==> config.mk <==
export PLATFORM = sky130hd
export DESIGN_NAME = i2s_audio_out
export DESIGN_NICKNAME = d
export VERILOG_FILES = /design/src/design/i2s_pkg.sv /design/src/design/i2s_audio_out.sv /design/src/design/i2s_bit_clock.sv /design/src/design/i2s_frame_fsm.sv /design/src/design/i2s_sample_shifter.sv
export SDC_FILE = /design/constraint.sdc
export NUM_CORES = 1
export LEC_CHECK = 0
export CAP_MARGIN = 0
export CORE_MARGIN = 2
export CORE_UTILIZATION = 47
export DETAILED_ROUTE_END_ITERATION = 6
export DONT_BUFFER_PORTS = 1
export PLACE_DENSITY_LB_ADDON = 0.05
export SETUP_SLACK_MARGIN = 0.1
export SYNTH_ARGS = -nofsm -noshare
export SYNTH_HDL_FRONTEND = slang
export SYNTH_HIERARCHICAL = 1
export SYNTH_SLANG_ARGS = --single-unit
==> constraint.sdc <==
create_clock -name audgen_mclk -period 5.4 [get_ports audgen_mclk]
set_input_delay 0.81 -clock audgen_mclk [delete_from_list [all_inputs] [get_ports audgen_mclk]]
set_output_delay 0.81 -clock audgen_mclk [all_outputs]
set_load 0.01 [all_outputs]
==> src/design/i2s_pkg.sv <==
////////////////////////////////////////////////////////////
// shared types and constants for the serial audio output.
// every design file refers to these through i2s_pkg:: names,
// the top level takes its parameter defaults from here.
////////////////////////////////////////////////////////////

package i2s_pkg;

   // active bits per channel, fixes the width of the sample pair
   localparam int SAMPLE_BITS = 16;

   // defaults handed to the top level parameters
   localparam int DEF_MCLK_PER_SCLK = 4;
   localparam int DEF_SLOT_BITS     = 32;

   // one stereo sample pair, taken once per frame
   typedef struct packed {
      logic [SAMPLE_BITS-1:0] left;
      logic [SAMPLE_BITS-1:0] right;
   } sample_pair_t;

   // serial output group going to the DAC
   typedef struct packed {
      logic sclk;
      logic lrck;
      logic dac;
   } i2s_pins_t;

   typedef enum logic [1:0] {
      st_idle,
      st_left,
      st_right
   } frame_state_t;

   typedef enum logic [2:0] {
      op_hold,
      op_clear,
      op_load_left,
      op_load_right,
      op_shift
   } shift_op_t;

endpackage

==> src/design/i2s_audio_out.sv <==
////////////////////////////////////////////////////////////
// serial audio output top level.
// takes one stereo pair per frame from the source and sends
// it as I2S on sclk, lrck and dac, all clocked by mclk.
////////////////////////////////////////////////////////////

module i2s_audio_out #(
   parameter int MCLK_PER_SCLK = i2s_pkg::DEF_MCLK_PER_SCLK,
   parameter int SLOT_BITS     = i2s_pkg::DEF_SLOT_BITS
) (
   input  logic                  audgen_mclk,
   input  logic                  reset_n,
   input  logic                  audio_enable,
   input  i2s_pkg::sample_pair_t sample_in,
   output i2s_pkg::i2s_pins_t    pins,
   output logic                  sample_req
);

   logic               sclk;
   logic               sclk_fall;
   logic               slot_start;
   logic               lrck;
   logic               dac;
   i2s_pkg::shift_op_t shift_op;

   i2s_bit_clock #(
      .MCLK_PER_SCLK (MCLK_PER_SCLK),
      .SLOT_BITS     (SLOT_BITS)
   ) i_bit_clock (
      .audgen_mclk (audgen_mclk),
      .reset_n     (reset_n),
      .sclk        (sclk),
      .sclk_fall   (sclk_fall),
      .slot_start  (slot_start)
   );

   i2s_frame_fsm i_frame_fsm (
      .audgen_mclk  (audgen_mclk),
      .reset_n      (reset_n),
      .audio_enable (audio_enable),
      .sclk_fall    (sclk_fall),
      .slot_start   (slot_start),
      .shift_op     (shift_op),
      .lrck         (lrck),
      .sample_req   (sample_req)
   );

   i2s_sample_shifter #(
      .SLOT_BITS (SLOT_BITS)
   ) i_sample_shifter (
      .audgen_mclk (audgen_mclk),
      .reset_n     (reset_n),
      .shift_op    (shift_op),
      .sample_in   (sample_in),
      .dac         (dac)
   );

   // serial lines out as one group
   assign pins = '{sclk: sclk, lrck: lrck, dac: dac};

endmodule

==> src/design/i2s_bit_clock.sv <==
////////////////////////////////////////////////////////////
// bit clock generator running on mclk.
// makes the sclk level plus a fall strobe one cycle ahead of
// each falling edge, and marks the wrap of the slot counter.
////////////////////////////////////////////////////////////

module i2s_bit_clock #(
   parameter int MCLK_PER_SCLK = 4,
   parameter int SLOT_BITS     = 32
) (
   input  logic audgen_mclk,
   input  logic reset_n,
   output logic sclk,
   output logic sclk_fall,
   output logic slot_start
);

   localparam int PHASE_W = (MCLK_PER_SCLK > 1) ? $clog2(MCLK_PER_SCLK) : 1;
   localparam int BIT_W   = (SLOT_BITS > 1) ? $clog2(SLOT_BITS) : 1;

   localparam logic [PHASE_W-1:0] PHASE_LAST = PHASE_W'(MCLK_PER_SCLK - 1);
   localparam logic [PHASE_W-1:0] PHASE_HIGH = PHASE_W'(MCLK_PER_SCLK / 2);
   localparam logic [BIT_W-1:0]   BIT_LAST   = BIT_W'(SLOT_BITS - 1);

   logic [PHASE_W-1:0] phase_q;
   logic [PHASE_W-1:0] phase_next;
   logic [BIT_W-1:0]   bit_q;

   ////////////////////////////////////////////////////////////
   // mclk phase within one bit period
   ////////////////////////////////////////////////////////////

   // last phase of the period, sclk drops on the next edge
   assign sclk_fall  = (phase_q == PHASE_LAST);
   assign phase_next = sclk_fall ? '0 : phase_q + 1'b1;

   always_ff @(posedge audgen_mclk or negedge reset_n) begin
      if (!reset_n) begin
         phase_q <= '0;
         sclk    <= 1'b0;
      end else begin
         phase_q <= phase_next;
         // low for the first half of the period, high for the second
         sclk    <= (phase_next >= PHASE_HIGH);
      end
   end

   ////////////////////////////////////////////////////////////
   // bit position within the channel slot
   ////////////////////////////////////////////////////////////

   // wrap of the bit index starts the next slot
   assign slot_start = sclk_fall && (bit_q == BIT_LAST);

   always_ff @(posedge audgen_mclk or negedge reset_n) begin
      if (!reset_n) begin
         bit_q <= '0;
      end else if (sclk_fall) begin
         if (bit_q == BIT_LAST) begin
            bit_q <= '0;
         end else begin
            bit_q <= bit_q + 1'b1;
         end
      end
   end

endmodule

==> src/design/i2s_frame_fsm.sv <==
////////////////////////////////////////////////////////////
// frame sequencer for the serial audio output.
// walks idle, left and right slots on slot starts, tells the
// shifter what to do at each bit clock fall, and drives lrck
// and the sample request strobe.
////////////////////////////////////////////////////////////

module i2s_frame_fsm (
   input  logic                audgen_mclk,
   input  logic                reset_n,
   input  logic                audio_enable,
   input  logic                sclk_fall,
   input  logic                slot_start,
   output i2s_pkg::shift_op_t  shift_op,
   output logic                lrck,
   output logic                sample_req
);

   i2s_pkg::frame_state_t state_q;
   i2s_pkg::frame_state_t state_next;

   ////////////////////////////////////////////////////////////
   // next state and shifter opcode
   ////////////////////////////////////////////////////////////

   always_comb begin
      state_next = state_q;
      shift_op   = i2s_pkg::op_hold;

      if (slot_start) begin
         case (state_q)
            i2s_pkg::st_idle: begin
               // frames only begin on a slot boundary
               if (audio_enable) begin
                  state_next = i2s_pkg::st_left;
                  shift_op   = i2s_pkg::op_load_left;
               end else begin
                  shift_op   = i2s_pkg::op_clear;
               end
            end
            i2s_pkg::st_left: begin
               state_next = i2s_pkg::st_right;
               shift_op   = i2s_pkg::op_load_right;
            end
            i2s_pkg::st_right: begin
               // end of frame, continue or stop here
               if (audio_enable) begin
                  state_next = i2s_pkg::st_left;
                  shift_op   = i2s_pkg::op_load_left;
               end else begin
                  state_next = i2s_pkg::st_idle;
                  shift_op   = i2s_pkg::op_clear;
               end
            end
            default: begin
               state_next = i2s_pkg::st_idle;
               shift_op   = i2s_pkg::op_clear;
            end
         endcase
      end else if (sclk_fall) begin
         // mid slot, just move the word along
         if (state_q == i2s_pkg::st_idle) begin
            shift_op = i2s_pkg::op_clear;
         end else begin
            shift_op = i2s_pkg::op_shift;
         end
      end
   end

   ////////////////////////////////////////////////////////////
   // state, lrck and request registers
   ////////////////////////////////////////////////////////////

   always_ff @(posedge audgen_mclk or negedge reset_n) begin
      if (!reset_n) begin
         state_q    <= i2s_pkg::st_idle;
         lrck       <= 1'b0;
         sample_req <= 1'b0;
      end else begin
         state_q    <= state_next;
         // high only while the right slot is on the wire
         lrck       <= (state_next == i2s_pkg::st_right);
         // pair was taken at this edge, source may move on
         sample_req <= (shift_op == i2s_pkg::op_load_left);
      end
   end

endmodule

==> src/design/i2s_sample_shifter.sv <==
////////////////////////////////////////////////////////////
// data shifter for the serial audio output.
// latches the stereo pair at frame start and shifts one
// channel word out MSB first, zeros filling the slot tail.
////////////////////////////////////////////////////////////

module i2s_sample_shifter #(
   parameter int SLOT_BITS = 32
) (
   input  logic                  audgen_mclk,
   input  logic                  reset_n,
   input  i2s_pkg::shift_op_t    shift_op,
   input  i2s_pkg::sample_pair_t sample_in,
   output logic                  dac
);

   logic [i2s_pkg::SAMPLE_BITS-1:0] right_q;
   logic [SLOT_BITS-1:0]            word_q;

   // channel sample in the top bits, dummy zeros below
   function automatic logic [SLOT_BITS-1:0] align_word(
      input logic [i2s_pkg::SAMPLE_BITS-1:0] sample
   );
      logic [SLOT_BITS-1:0] w;
      w = '0;
      w[SLOT_BITS-1 -: i2s_pkg::SAMPLE_BITS] = sample;
      return w;
   endfunction

   ////////////////////////////////////////////////////////////
   // held right sample
   ////////////////////////////////////////////////////////////

   // right half of the pair waits here for its slot
   always_ff @(posedge audgen_mclk) begin
      if (shift_op == i2s_pkg::op_load_left) begin
         right_q <= sample_in.right;
      end
   end

   ////////////////////////////////////////////////////////////
   // shift word
   ////////////////////////////////////////////////////////////

   always_ff @(posedge audgen_mclk or negedge reset_n) begin
      if (!reset_n) begin
         word_q <= '0;
      end else begin
         case (shift_op)
            i2s_pkg::op_clear: begin
               word_q <= '0;
            end
            i2s_pkg::op_load_left: begin
               // left word comes straight from the input pair
               word_q <= align_word(sample_in.left);
            end
            i2s_pkg::op_load_right: begin
               word_q <= align_word(right_q);
            end
            i2s_pkg::op_shift: begin
               word_q <= {word_q[SLOT_BITS-2:0], 1'b0};
            end
            default: begin
               word_q <= word_q;
            end
         endcase
      end
   end

   // MSB is the bit currently on the line
   assign dac = word_q[SLOT_BITS-1];

endmodule

==> results.sh, run 1 <==
export IMPL_status="complete, no violations"
export IMPL_vias=1311
export IMPL_synth_area_per_cell_um2=12.4
export IMPL_synth_fp_nets=215
export IMPL_fin_crit_ns=3.04
export IMPL_die_h_um=72.2
export IMPL_yosys_area_top_type="dfrtp_1"
export IMPL_ys_warn_count=6
export IMPL_port_buffers=0
export IMPL_max_slew_margin_pct=27.6
export IMPL_grt_pass1_wl_um=6380
export IMPL_synth_area_leaders="dfrtp_1 31%, edfxtp_1 22%, mux2_4 6.2%"
export IMPL_p_leak_nw=0.905
export IMPL_numCtsBuffers=5
export IMPL_die_x_um=72.2
export IMPL_clk_pin_slew_ns=0.08
export IMPL_powerDensity_nw_per_um2=241
export IMPL_cts_post_setup_buffers_inserted=0
export IMPL_rsz0062_at_grt="false"
export IMPL_fillerInstances=398
export IMPL_start_util_pct=49.5
export IMPL_ys_ff_latch=43
export IMPL_worstSetupPathType="flip-flop to flip-flop"
export IMPL_drive_gt1_share_pct=26.3
export IMPL_postRouteAntennaNets=0
export IMPL_antenna_found_initial=0
export IMPL_netlist_area_um2=2180
export IMPL_cp_arrival_ns=3.08
export IMPL_reg2reg_setup_slack_ns=2.36
export IMPL_maxSlewViolCount=0
export IMPL_antenna_cells=0
export IMPL_hold_path_class="primary input to async pin"
export IMPL_irDropWorstVdd_mv=0.154
export IMPL_timing_rr_end="i_sample_shifter/right_q[10]"
export IMPL_reg2regPathDepth=9
export IMPL_drt_pass1_iter_count=4
export IMPL_cts_resized=0
export IMPL_grt_use_total_pct=15.7
export IMPL_gp_congestion=0.786
export IMPL_ys_types=36
export IMPL_die_area_um2=5210
export IMPL_num_nets_final=209
export IMPL_grt_max_degree=33
export IMPL_route_detailed_drc=0
export IMPL_clk_insertion_delay_late_ns=0.28
export IMPL_critPathLaunchType="flip-flop"
export IMPL_pin_count=39
export IMPL_synth_top_area_share_pct=30.9
export IMPL_tightest_slew_ns=1.09
export IMPL_vias_per_cell=5.88
export IMPL_max_freq_mhz=329
export IMPL_gr_total_overflow=0
export IMPL_fin_total_pwr_mw=0.540
export IMPL_drv_cap=0
export IMPL_timing_rr_start="i_bit_clock/bit_q[0]"
export IMPL_hold_buffers=0
export IMPL_critPathCaptureType="flip-flop"
export IMPL_hpwlAfterDp_um=2580
export IMPL_cts_tree="yes"
export IMPL_ctsHtreeMaxLevel=2
export IMPL_grt_pass1_vias=1426
export IMPL_path_max_fanout=32
export IMPL_routed_wirelength_um=3700
export IMPL_yosysSeqAreaShare_pct=53.0
export IMPL_first_iter_violations=24
export IMPL_syn_to_final_growth_pct=2.52
export IMPL_root_buffer="clkbuf_8"
export IMPL_synth_cells=176
export IMPL_num_rows=24
export IMPL_final_hold_viol_count=0
export IMPL_cts_sinks=43
export IMPL_fin_tns_setup_ns=0
export IMPL_multiInputGateArea_um2=888
export IMPL_required_ns=5.44
export IMPL_setup_viol=0
export IMPL_period_share_pct=56.3
export IMPL_ff_latch_area_um2=1160
export IMPL_core_area_um2=4410
export IMPL_drt_wirelength_per_cell_um=16.6
export IMPL_cts_path_max_buffers=2
export IMPL_fin_skew_ns=0.00796
-- critical path, stage by stage (launching register included) --
cell and delay [ns]:
dfrtp_1 0.41, ha_1 0.24, and3_1 0.21, ha_1 0.20
and2_1 0.17, inv_1 0.14, o211a_1 0.89, nand2b_1 0.23
nor2_1 0.08, buf_4 0.21
-- layer usage --
layer  global-route usage, %  wire (µm)  up-vias
met5                       0          0        -
met4                    5.66         21        0
met3                    4.86        176        2
met1                    19.5       1730      637
li1                        -          -      631
met2                    25.8       1760       41
-- through the flow --
step	area (µm²)	setup WS (ns)	utilization, %	std cells	hold WS, ns
2_1_floorplan	2180	2.69	-	176	0.401
3_3_place_gp	2150	2.47	48.8	215	0.414
3_5_place_dp	2150	2.39	48.8	215	0.426
4_1_cts	2240	2.37	50.7	223	0.201
5_1_grt	2240	2.15	50.7	223	0.190
6_report	2240	2.36	50.7	223	0.208
-- final cells by class --
type,count,area share (%)
well taps,52,2.91
flip-flops and latches,43,51.6
repair buffers,4,1.34
multi-input cells,112,39.7
inverters,4,0.671
clock inverters,3,0.671
clock buffers,5,3.07
-- how the worst max path moves through the flow --
| stage | end | depth (start not counted) | start | slack, ns |
|---|---|---|---|---|
| 3_3_place_gp | i_sample_shifter/right_q[11] | 9 | i_bit_clock/bit_q[0] | 2.47 |
| 2_1_floorplan | i_sample_shifter/right_q[0] | 9 | i_bit_clock/bit_q[0] | 2.69 |
| 6_report | i_sample_shifter/right_q[10] | 9 | i_bit_clock/bit_q[0] | 2.36 |
| 5_1_grt | i_sample_shifter/right_q[10] | 9 | i_bit_clock/bit_q[0] | 2.15 |
| 3_5_place_dp | i_sample_shifter/right_q[12] | 9 | i_bit_clock/bit_q[0] | 2.39 |
| 4_1_cts | i_sample_shifter/right_q[10] | 9 | i_bit_clock/bit_q[0] | 2.37 |
-- logic make-up after synthesis --
logic type                 after synthesis  synth area share (%)
AOI/OAI and AO/OA                       39                  15.9
DFF                                     43                  53.0
adders and majority gates                4                  2.29
and+or+nand+nor                         48                  9.97
xor gates and xnor gates                 1                 0.401
muxes                                   20                  11.7
buffers and inverters                   21                  6.70
-- cells in the final DEF (no fill, tap or decap), types with 2 or more instances in the layout --
cell       n
o21ai_0    2
clkbuf_8   5
buf_4      4
nor2_1     4
mux2i_1    2
clkinv_2   3
mux2_4     9
inv_1      4
nand3b_1   2
mux2_2     9
nand2b_1   2
a221oi_1   7
nand2_1   31
a31oi_1   15
a221oi_2   8
dfrtp_1   27
edfxtp_1  16
ha_1       4
-- cells in the mapped netlist --
cell,number
xnor2_1,1
nor2b_1,1
buf_4,4
mux2_4,9
nand3_1,1
o2bb2ai_1,1
edfxtp_1,16
buf_2,5
mux2_2,9
o21ai_0,2
or2_1,1
ha_1,4
buf_12,1
a31oi_1,15
mux2i_1,2
and3b_2,1
inv_1,4
nor2_1,5
or3b_1,1
and2_1,1
o22ai_2,1
nand2_2,1
a221oi_1,7
a211oi_1,1
nand2_1,31
a221oi_2,8
o211a_1,1
dfrtp_1,27
nand2b_1,2
nand3b_1,2
buf_6,4
o22ai_1,1
and3_1,1
a21oi_2,1
a21o_2,1
clkbuf_1,3
-- power breakdown --
group          switching, mW  total (mW)  internal, mW
registers                  0       0.338         0.338
clock network          0.103       0.192        0.0885
logic                0.00315     0.00937       0.00622
-- sequential cells by signal, indices dropped and copies added (netlist names) --
| signal | cells |
|---|---|
| i_frame_fsm/state_q | 2 |
| i_frame_fsm/lrck | 1 |
| i_bit_clock/bit_q | 5 |
| i_frame_fsm/sample_req | 1 |
| i_sample_shifter/word_q | 16 |
| i_sample_shifter/right_q | 16 |
| i_bit_clock/phase_q | 2 |
No activity file was read; power rests on OpenSTA's default activity.
==> inputs of run 2 (changes only) <==
- clock period: 5.4 -> 2.9 ns (I/O delays scaled with it)
==> run 2 against run 1 <==
Net effect:
- final area increased by 6.8%
- setup slack got worse by 2.1 ns
- global-route usage increased by 0.25 points
==> results.sh, run 2 (synthesis results as in run 1) <==
export IMPL_vias_per_cell=5.83
export IMPL_core_area_um2=4410
export IMPL_final_cell_mix="31 x nand2_1, 27 x dfrtp_1, 16 x edfxtp_1, 15 x a31oi_1, 11 x buf_4"
export IMPL_timing_rr_start="i_bit_clock/bit_q[0]"
export IMPL_port_buffers=0
export IMPL_critPathLaunchType="flip-flop"
export IMPL_max_slew_margin_pct=51.9
export IMPL_irDropWorstVdd_mv=0.270
export IMPL_fillerInstances=395
export IMPL_holdCritStartpoint="sample_in[15]"
export IMPL_cts_path_max_buffers=2
export IMPL_status="complete, no violations"
export IMPL_fin_total_pwr_mw=1.02
export IMPL_die_area_um2=5210
export IMPL_route_detailed_drc=0
export IMPL_top_regs="i_sample_shifter/right_q (16), i_sample_shifter/word_q (16), i_bit_clock/bit_q (5)"
export IMPL_gp_congestion=0.756
export IMPL_path_max_fanout=15
export IMPL_die_h_um=72.2
export IMPL_fin_skew_ns=0.0146
export IMPL_cts_sinks=43
export IMPL_pin_count=39
export IMPL_grt_pass1_wl_um=6420
export IMPL_mostFrequentLayoutCell="nand2_1"
export IMPL_drv_cap=0
export IMPL_setup_viol=0
export IMPL_maxSlewViolCount=0
export IMPL_reg2regPathDepth=11
export IMPL_cp_arrival_ns=2.82
export IMPL_antenna_found_initial=0
export IMPL_timing_rr_end="i_sample_shifter/word_q[29]"
export IMPL_syn_to_final_growth_pct=9.46
export IMPL_fin_util_pct=54.1
export IMPL_vias=1370
export IMPL_critPathCaptureType="flip-flop"
export IMPL_ff_latch_area_um2=1160
export IMPL_required_ns=3.05
export IMPL_whs_endpoint="i_sample_shifter/right_q[15]"
export IMPL_hold_path_cell_count=0
export IMPL_hold_path_class="primary input to flip-flop"
export IMPL_period_share_pct=92.0
export IMPL_worstSetupPathType="flip-flop to flip-flop"
export IMPL_tightest_slew_ns=0.720
export IMPL_max_freq_mhz=375
export IMPL_first_iter_violations=66
export IMPL_fin_tns_setup_ns=0
export IMPL_num_rows=24
export IMPL_clk_insertion_delay_late_ns=0.29
export IMPL_clk_pin_slew_ns=0.09
export IMPL_antenna_cells=0
export IMPL_p_leak_nw=0.976
export IMPL_drive_gt1_share_pct=29.5
export IMPL_powerDensity_nw_per_um2=427
export IMPL_grt_use_total_pct=15.9
export IMPL_drt_pass1_iter_count=4
export IMPL_postRouteAntennaNets=0
export IMPL_grt_max_degree=32
export IMPL_numCtsBuffers=5
export IMPL_cts_tree="yes"
export IMPL_grt_pass1_vias=1367
export IMPL_fin_crit_ns=2.67
export IMPL_final_hold_viol_count=0
export IMPL_multiInputGateArea_um2=908
export IMPL_rsz0062_at_grt="true"
export IMPL_start_util_pct=49.5
export IMPL_drt_wirelength_per_cell_um=16.1
export IMPL_gr_total_overflow=0
export IMPL_num_nets_final=221
export IMPL_routed_wirelength_um=3790
export IMPL_die_x_um=72.2
export IMPL_hpwlAfterDp_um=2500
export IMPL_ctsHtreeMaxLevel=2
export IMPL_root_buffer="clkbuf_8"
export IMPL_reg2reg_setup_slack_ns=0.23
run 2: cell count changes in the layout (fill, tap and decap cells not counted), moves of 2 or more:
cell / delta
buf_4: +7
clkinv_2: -2
clkbuf_1: +2
buf_12: +3
run 2: worst max-delay path by stage:
| stage | from | endpoint | slack (ns) | cells after the start |
|---|---|---|---|---|
| floorplan | i_bit_clock/bit_q[0] | i_sample_shifter/right_q[0] | 0.19 | 9 |
| global placement | i_bit_clock/bit_q[0] | i_sample_shifter/word_q[17] | 0.07 | 10 |
| finish | i_bit_clock/bit_q[0] | i_sample_shifter/word_q[29] | 0.23 | 11 |
| CTS | i_bit_clock/bit_q[0] | i_sample_shifter/word_q[30] | 0.14 | 10 |
| detailed placement | i_bit_clock/bit_q[0] | i_sample_shifter/word_q[18] | -0.03 | 10 |
| global route | i_bit_clock/bit_q[0] | i_sample_shifter/word_q[17] | 0.08 | 10 |
run 2: through the flow:
| stage | std cells | hold WS (ns) | area [µm²] | worst slack (ns) |
|---|---|---|---|---|
| after floorplan | 176 | 0.139 | 2180 | 0.194 |
| after global placement | 221 | 0.140 | 2200 | 0.0728 |
| after detailed placement | 221 | 0.140 | 2200 | -0.0303 |
| after CTS | 231 | 0.224 | 2320 | 0.138 |
| after global routing | 235 | 0.213 | 2390 | 0.0821 |
| final | 235 | 0.229 | 2390 | 0.231 |
run 2: where the power goes:
group | total (mW) | switching [mW] | internal [mW]
registers | 0.630 | 0 | 0.630
clock network | 0.362 | 0.193 | 0.169
logic | 0.0287 | 0.0134 | 0.0152
run 2: worst max-delay path: stages (launching register included):
cell,delay [ns]
dfrtp_1,0.38
ha_1,0.23
and3_1,0.21
ha_1,0.20
and2_1,0.18
and3b_2,0.24
a21oi_4,0.19
buf_12,0.18
buf_12,0.12
mux2_4,0.29
a221oi_2,0.22
a31oi_1,0.06
run 2: timing repair:
item                                    in CTS  in global routing
cloned                                       0                  0
hold buffers                                 2                  0
endpoints found under the hold margin       27                  0
endpoints found under the setup margin      15                 25
setup buffers                                0                  4
resized for setup                            2                  5
run 2: final cells by class:
cell class	instances	area share (%)
flip-flops and latches	43	48.4
multi-input cells	112	38.0
repair buffers	16	6.86
clock buffers	7	3.19
well taps	52	2.72
inverters	4	0.628
clock inverters	1	0.209
run 2: per-layer routing:
layer  global-route usage [%]  vias up  part of all wire, %
met4                     4.40        0                 0.69
met5                        0        -                    0
met1                     20.7      665                   47
met2                     25.4       42                   47
met3                     5.69        4                  5.4
li1                         -      659                    -
